`config.mk`:
```
export PLATFORM = sky130hd
export DESIGN_NAME = boot_ram_lane
export DESIGN_NICKNAME = d
export VERILOG_FILES = /design/src/common/boot_ram_pkg.sv /design/src/boot_ram/boot_ram_lane.sv
export SDC_FILE = /design/constraint.sdc
export NUM_CORES = 1
export LEC_CHECK = 0
export BUFFER_PORTS_ARGS = -buffer_cell sky130_fd_sc_hd__buf_2
export CORE_AREA = 2 2 175 177
export CTS_BUF_LIST = sky130_fd_sc_hd__clkbuf_4 sky130_fd_sc_hd__clkbuf_8
export CTS_CLUSTER_SIZE = 30
export DETAILED_ROUTE_END_ITERATION = 7
export DIE_AREA = 0 0 177 179
export GPL_ROUTABILITY_DRIVEN = 0
export SYNTH_ARGS = -nofsm -noshare
export SYNTH_HDL_FRONTEND = slang
export SYNTH_SLANG_ARGS = --single-unit
```
`constraint.sdc`:
```
create_clock -name ram_clk -period 1.9 [get_ports ram_clk]
set_input_delay 0.19 -clock ram_clk [delete_from_list [all_inputs] [get_ports ram_clk]]
set_output_delay 0.19 -clock ram_clk [all_outputs]
set_load 0.01 [all_outputs]
```
`src/common/boot_ram_pkg.sv`:
```
// boot RAM geometry; port width must divide the line width and both must be whole bytes
`default_nettype none

package boot_ram_pkg;

   //////////////////////////////////////////////////
   // memory size and line shape
   //////////////////////////////////////////////////

   localparam int bram_size_bits  = 16;                     // 2^16 bytes, 64 KB
   localparam int bram_line_width = 128;                    // one storage line
   localparam int line_strb_width = bram_line_width / 8;    // bytes per line
   localparam int bram_lines      = (2 ** bram_size_bits) / line_strb_width;

   //////////////////////////////////////////////////
   // access port
   //////////////////////////////////////////////////

   localparam int port_data_width = 64;
   localparam int port_strb_width = port_data_width / 8;    // byte enables per word
   localparam int lanes_per_line  = bram_line_width / port_data_width;

   // byte address layout: line | lane | offset
   localparam int offset_bits    = $clog2(port_strb_width);
   localparam int lane_bits      = $clog2(lanes_per_line);
   localparam int line_addr_bits = bram_size_bits - lane_bits - offset_bits;
   localparam int port_addr_bits = bram_size_bits;

endpackage

`default_nettype wire

```
`src/boot_ram/boot_ram_lane.sv`:
```
// port side of the boot RAM; address bits below the word offset are ignored, no reset on lane state
`default_nettype none
`timescale 1ns/1ps

module boot_ram_lane
   import boot_ram_pkg::*;
(
   input  logic                       ram_clk,
   input  logic                       ram_en,
   input  logic [port_strb_width-1:0] ram_we,
   input  logic [port_addr_bits-1:0]  ram_addr,
   input  logic [port_data_width-1:0] ram_wrdata,
   input  logic [bram_line_width-1:0] line_rddata,
   output logic [line_addr_bits-1:0]  line_wr_addr,
   output logic [line_strb_width-1:0] line_we,
   output logic [bram_line_width-1:0] line_wrdata,
   output logic [line_addr_bits-1:0]  line_rd_addr,
   output logic [port_data_width-1:0] ram_rddata
);

   logic [lane_bits-1:0] lane_sel;   // lane of the current request
   logic [lane_bits-1:0] lane_q;     // lane of the last enabled request

   //////////////////////////////////////////////////
   // request side
   //////////////////////////////////////////////////

   assign line_wr_addr = ram_addr[port_addr_bits-1 -: line_addr_bits];
   assign lane_sel     = ram_addr[offset_bits +: lane_bits];

   // same word on every lane, enables pick the half that lands
   assign line_wrdata = {lanes_per_line{ram_wrdata}};

   always_comb
   begin
      line_we = '0;
      if (ram_en)
      begin
         line_we[lane_sel*port_strb_width +: port_strb_width] = ram_we;
      end
   end

   //////////////////////////////////////////////////
   // read side
   //////////////////////////////////////////////////

   // held while idle so the last word stays on ram_rddata
   always_ff @(posedge ram_clk)
   begin
      if (ram_en)
      begin
         line_rd_addr <= line_wr_addr;
         lane_q       <= lane_sel;
      end
   end

   assign ram_rddata = line_rddata[lane_q*port_data_width +: port_data_width];   // lane select

endmodule

`default_nettype wire

```
# ---- After elaboration in Yosys (flattened, before gate mapping)
# Cells that the tools add are included.
dict set report op_classes {
  shifts 3
  n_mul 0
  muxes 1
  n_eq_ne 0
  n_reduce_logical 0
  n_lt_le_gt_ge 0
  bitwise 1
  add_sub_neg 1
  div 0
}
# operator count
set ops {}
lappend ops {{128-bit by 8-bit indexed part select with 64-bit output} 1}
lappend ops {{4-bit negation with 34-bit output} 1}
lappend ops {{8-bit by 34-bit variable shift with 16-bit output (first input constant)} 1}
lappend ops {{8-bit by 34-bit indexed part select with 16-bit output} 1}
lappend ops {{16-bit AND} 1}
lappend ops {{16-bit 2-to-1 mux} 1}
dict set report word_totals {
  wordCells 8
  latchBits 0
  rom_bits 0
  mem_count 0
  mem_bits_rw 0
  reg_bits 13
  input_bits 218
}

# ---- Logic depth before layout (Yosys ltp)
# Gate-level depths: netlist of the first run.
dict set report depth {
  depth_word 4
  depth_mapped 3
  ltp_nobuf 1
}

# ---- Least setup slack after synthesis of the first run
# OpenSTA, ideal clock, no wires.
dict set report synth_path {
  kind {reg2out}
  from {reg lane_q}
  to {out ram_rddata[0]}
  required_ps 1710
  setup_slack_ps 723
  n_path_buf 2
  arrival_time_ps 987
  stages_incl_launch_ff 4
  path_cell_list {edfxtp_1 > buf_6 > buf_12 > mux2_4}
}
dict set report synth_via {
  elab_chain_cells 1
}
# item line_no
set synth_lines {}
lappend synth_lines {{from (decl)} boot_ram_lane.sv:22} ;# logic [lane_bits-1:0] lane_q;
lappend synth_lines {{from (signal assigned)} boot_ram_lane.sv:53} ;# lane_q <= lane_sel;
lappend synth_lines {{128-bit by 8-bit indexed part select with 64-bit output} boot_ram_lane.sv:57} ;# assign ram_rddata = line_rddata[lane_q*port_data_width +: port_data_width];
lappend synth_lines {{to (decl)} boot_ram_lane.sv:18} ;# output logic [port_data_width-1:0] ram_rddata
# No other way between the ends.

# ---- Worst setup path in the final report of the first run
dict set report layout_path {
  from {reg lane_q}
  to {out ram_rddata[63]}
}
# Same word-level chain as after synthesis.

==> results of run 1 <==
## cell type report
type	count	area, um2	area share (%)
Sequential cell	13	390	11.8
Timing Repair Buffer	256	1300	39.4
Multi-Input combinational cell	80	1070	32.3
Clock buffer	4	48.8	1.48
Tap cell	396	495	15.0
## kinds of logic (layout without fill, tap and decap cells)
kind of cell           after synthesis  count (layout)  synth area share (%)
and+or+nand+nor                     16              16                  4.54
buffers and inverters              149             260                  45.0
muxes                               64              64                  35.7
DFF                                 13              13                  14.8
## power by group through the flow
stage / Sequential, uW / Combinational [uW] / Clock (uW)
detailed placement: 353 / 745 / 0
CTS: 347 / 747 / 318
global placement: 352 / 736 / 0
floorplan: 365 / 705 / 0
finish: 347 / 736 / 285
global route: 349 / 795 / 326
## stage by stage
stage / util [%] / instances / instance area (um2)
finish: 11.0 / 749 / 3300
global route: 11.0 / 749 / 3300
CTS: 11.0 / 749 / 3300
detailed placement: 10.8 / 745 / 3250
global placement: 10.8 / 745 / 3250
floorplan: - / 242 / 2650
## per-layer routing
layer,routed length [um],vias to the layer above
li1,-,893
met5,0,-
met4,16,0
met3,2480,8
met1,2950,857
met2,4010,294
## cell usage in the layout, fill, tap and decap left out
cell	synthesis	layout
and3b_1	8	8
edfxtp_1	13	13
and3_1	8	8
buf_2	0	254
mux2_4	60	60
clkbuf_8	0	3
mux2_2	4	4
clkbuf_4	0	1
buf_12	6	1
buf_4	140	1
## registers in the layout (all words and copies together), names as in the netlist
name / count
lane_q: 1
line_rd_addr: 12
## worst min path at each step
| stage | from | endpoint | slack [ns] | depth (start not counted) |
|---|---|---|---|---|
| global route | ram_addr[10] | line_rd_addr[6]$_DFFE_PP_ | 0.11 | 1 |
| finish | ram_addr[10] | line_rd_addr[6]$_DFFE_PP_ | 0.12 | 1 |
| detailed placement | ram_addr[10] | line_rd_addr[6]$_DFFE_PP_ | 0.38 | 1 |
| CTS | ram_addr[10] | line_rd_addr[6]$_DFFE_PP_ | 0.10 | 1 |
| floorplan | ram_addr[3] | lane_q$_DFFE_PP_ | 0.29 | 0 |
| global placement | ram_addr[10] | line_rd_addr[6]$_DFFE_PP_ | 0.38 | 1 |
==> impl_metrics.tcl, run 1 <==
set metrics [dict create \
    relSlewSlack_pct 61.1 \
    pwr-share-clk_pct 20.8 \
    synth.area.top_cells "buf_4, mux2_4, edfxtp_1" \
    crit_slowest_cell "edfxtp_1" \
    drv_slew 0 \
    critPathKind "reg2out" \
    synth.largest_area_cell "buf_4" \
    tightestPinTransition_ns 0.584 \
    antenna_cells 0 \
    synth_area_um2 2650 \
    seq_power_share_pct 25.4 \
    vias_per_cell 2.74 \
    cts_tree "built" \
    start_util_pct 8.81 \
    drc_errors 0 \
    synth_cell_types 9 \
    worst-path-max-fanout 51 \
    path_clk_slew_ns 0.07 \
    critPathCapture "ram_rddata[63]" \
    fp.coreArea_um2 30000 \
    status "complete, no violations" \
    drive_gt1_share_pct 91.8 \
    pre_cts_ws_ns 0.429 \
    critical-path-top-delay-family "buffers and inverters" \
    worstPathArrival_ns 1.54 \
    hpwlAfterDp_um 8190 \
    wl_per_cell_um 12.6 \
    synth_flop_cell "edfxtp_1" \
    fp.dieH_um 179 \
    use_met2_pct 6.87 \
    fin_setup_tns_ns 0 \
    whs_ns 0.120 \
    netSwitchingPower_uw 439 \
    vias 2052 \
    finalHoldViolations 0 \
    cts_resized 0 \
    synthTopCellsByCount "buf_4, mux2_4, edfxtp_1" \
    max_stage_delay_ns 0.40 \
    grt_overflow 0 \
    yosysWarnings 0 \
    fin_ws_ns 0.171 \
    grt_pass1_wl_um 10600 \
    power.total_uw 1370 \
    ys_async_sr_fraction_pct 0 \
    ys_seq_area_share_pct 14.8 \
    setup-violations-final 0 \
    startpoint "lane_q$_DFFE_PP_" \
    critical_path_buf_inv_count 2 \
    period_share_pct 91.0 \
    ctsHtreeMaxLevel 1 \
    fp-row-count 64 \
    busiest_layer "met2" \
    syn_area_per_cell_um2 10.9 \
    grtUsageTotal_pct 4.72 \
    max-clock-path-buffers 2 \
    crit_chain "buf_12, mux2_2, buf_2" \
    ir_drop_mv 0.161 \
    drt_iter0_drc 45 \
    hold_path.class "in2reg" \
    synth_top_area_share_pct 39.7 \
    start_kind "flop" \
    synth-edff-count 13 \
    synth_nets 460 \
    fin_nets 572 \
    p_sw_share_pct 32.1 \
    numPortBuffers 254 \
    area.growth.synth_to_final_pct 24.7 \
    max_cap_violations 0 \
    wirelength_um 9450 \
    gr-usage-met3_pct 6.11 \
    die_w_um 177 \
    path_depth 3 \
    comb_power_share_pct 53.8 \
    cp-end-kind "output port" \
    synth_seq_cells 13 \
    grt_max_degree 52 \
    die_area_um2 31700 \
    power.density_nw_per_um2 414 \
    pin_count 450 \
    postRouteAntennaNets 0 \
    dr.pass1.iters 4 \
    cp.required_ns 1.71 \
    cts_hold_buf 0 \
    fmax_mhz 578 \
    grt_pass1_vias 1610 \
    cts-root-buf "clkbuf_8" \
    fill_cells 3476 \
    yosys.cell_count.top_type "buf_4" \
    cts_sinks 13 \
    cts_buffers 3 \
    leakagePower_uw 0.00180 \
    postCtsSetupBuffers 0 \
    period_minus_slack_ns 1.73 \
    p_int_uw 928 \
    rsz0062_at_grt "false" \
    gr-usage-met1_pct 4.23 \
    antenna_found_initial 0 \
    syn-instance-count 242 \
]
Note: power is estimated with default switching activity, not from simulation.
==> run 2, diff against run 1 <==
--- a/config.mk
+++ b/config.mk
@@ -12,6 +12,7 @@
 export DETAILED_ROUTE_END_ITERATION = 7
 export DIE_AREA = 0 0 177 179
 export GPL_ROUTABILITY_DRIVEN = 0
+export MAX_ROUTING_LAYER = met4
 export SYNTH_ARGS = -nofsm -noshare
 export SYNTH_HDL_FRONTEND = slang
 export SYNTH_SLANG_ARGS = --single-unit
==> run 2 against run 1 <==
Compared with the run above:
- non-clock buffer count unchanged
- clock power about the same
- power about the same
- critical endpoint unchanged
- via count down 0.15%
- cell count unchanged
- sequential share of layout area unchanged
- worst setup slack worse by 0.00090 ns
- clock-buffer cell count unchanged
- global-route usage up 0.12 points
- sequential power about the same
- critical path depth unchanged
- first-iteration DRC count up 2.2%
==> impl_metrics.tcl, run 2 (synthesized netlist as in run 1, its figures left out) <==
set metrics [dict create \
    tightestPinTransition_ns 0.583 \
    grtUsageTotal_pct 4.84 \
    placed_area_um2 3250 \
    power.total_uw 1370 \
    cts_tree "built" \
    cts_buffers 3 \
    cp.required_ns 1.71 \
    grt_max_degree 52 \
    startpoint "lane_q$_DFFE_PP_" \
    p_sw_share_pct 32.1 \
    fin_nets 572 \
    postRouteAntennaNets 0 \
    grt_pass1_wl_um 10500 \
    largest_reg_flops 12 \
    rsz0062_at_grt "false" \
    dr.pass1.iters 4 \
    worst-path-max-fanout 51 \
    period_share_pct 91.1 \
    die_w_um 177 \
    mostFrequentLayoutCells "buf_2, mux2_4, edfxtp_1, and3_1, and3b_1" \
    vias_per_cell 2.74 \
    pwr-share-clk_pct 20.8 \
    status "complete, no violations" \
    cts_hold_buf 0 \
    setup-violations-final 0 \
    fp-row-count 64 \
    postCtsSetupBuffers 0 \
    fmax_mhz 578 \
    fp.dieH_um 179 \
    drc_errors 0 \
    hpwlAfterDp_um 8190 \
    start_util_pct 8.81 \
    leakagePower_uw 0.00180 \
    fin_ws_ns 0.170 \
    wl_per_cell_um 12.6 \
    numPortBuffers 254 \
    grt_overflow 0 \
    cts_sinks 13 \
    fp.coreArea_um2 30000 \
    worstPathArrival_ns 1.54 \
    final_cells 749 \
    pin_count 450 \
    drive_gt1_share_pct 91.8 \
    antenna_found_initial 0 \
    comb_power_share_pct 53.8 \
    relSlewSlack_pct 61.1 \
    wirelength_um 9430 \
    final_area_um2 3300 \
    vias 2049 \
    final-seq-area_um2 390 \
    power.density_nw_per_um2 414 \
    cp-end-kind "output port" \
    top_register "line_rd_addr" \
    ir_drop_mv 0.161 \
    ctsHtreeMaxLevel 1 \
    top_regs "line_rd_addr x12, lane_q x1" \
    finalHoldViolations 0 \
    critPathKind "reg2out" \
    path_clk_slew_ns 0.07 \
    cts_resized 0 \
    grt_pass1_vias 1615 \
    dp.cells 745 \
    netSwitchingPower_uw 439 \
    start_kind "flop" \
    multi_input_area_um2 1070 \
    hold_path.class "in2reg" \
    drt_iter0_drc 46 \
    max_cap_violations 0 \
    cts-root-buf "clkbuf_8" \
    fin_setup_tns_ns 0 \
    p_int_uw 928 \
    fill_cells 3476 \
    drv_slew 0 \
    pre_cts_ws_ns 0.429 \
    hold_depth 1 \
    mostFrequentLayoutCell "buf_2" \
    die_area_um2 31700 \
    antenna_cells 0 \
    period_minus_slack_ns 1.73 \
    max-clock-path-buffers 2 \
    worstHoldStart "ram_addr[10]" \
    seq_power_share_pct 25.4 \
    area.growth.synth_to_final_pct 24.7 \
]
## run 2: routing by layer
metal	global-route usage, %	part of all wire, %
met1	4.39	32
met5	-	0
met3	5.85	25
met4	0.207	0.17
met2	6.81	42
## run 2: power by group through the flow
stage	Sequential, uW	Combinational [uW]	Clock (uW)
floorplan	365	705	0
global placement	352	736	0
detailed placement	353	745	0
CTS	347	747	318
global route	349	795	326
finish	347	736	285
## run 2: worst paths after layout
kind	slack, ns	endpoint
worst min-delay path	0.12	line_rd_addr[6]$_DFFE_PP_
worst max-delay path	0.17	ram_rddata[63]
## run 2: worst max-delay path, cell delays in order (launching register included)
cell      delay [ns]
edfxtp_1        0.40
buf_12          0.32
mux2_2          0.38
buf_2           0.14
## run 2: final cells by class
| cell class | count | area share (%) |
|---|---|---|
| repair buffers | 256 | 39.4 |
| multi-input cells | 80 | 32.3 |
| well taps | 396 | 15.0 |
| flip-flops and latches | 13 | 11.8 |
| clock buffers | 4 | 1.48 |
## run 2: per-stage QoR
stage / hold slack [ns] / utilization (%)
after floorplan: 0.289 / -
after global placement: 0.378 / 10.8
after detailed placement: 0.380 / 10.8
after CTS: 0.102 / 11.0
after global routing: 0.109 / 11.0
final: 0.120 / 11.0
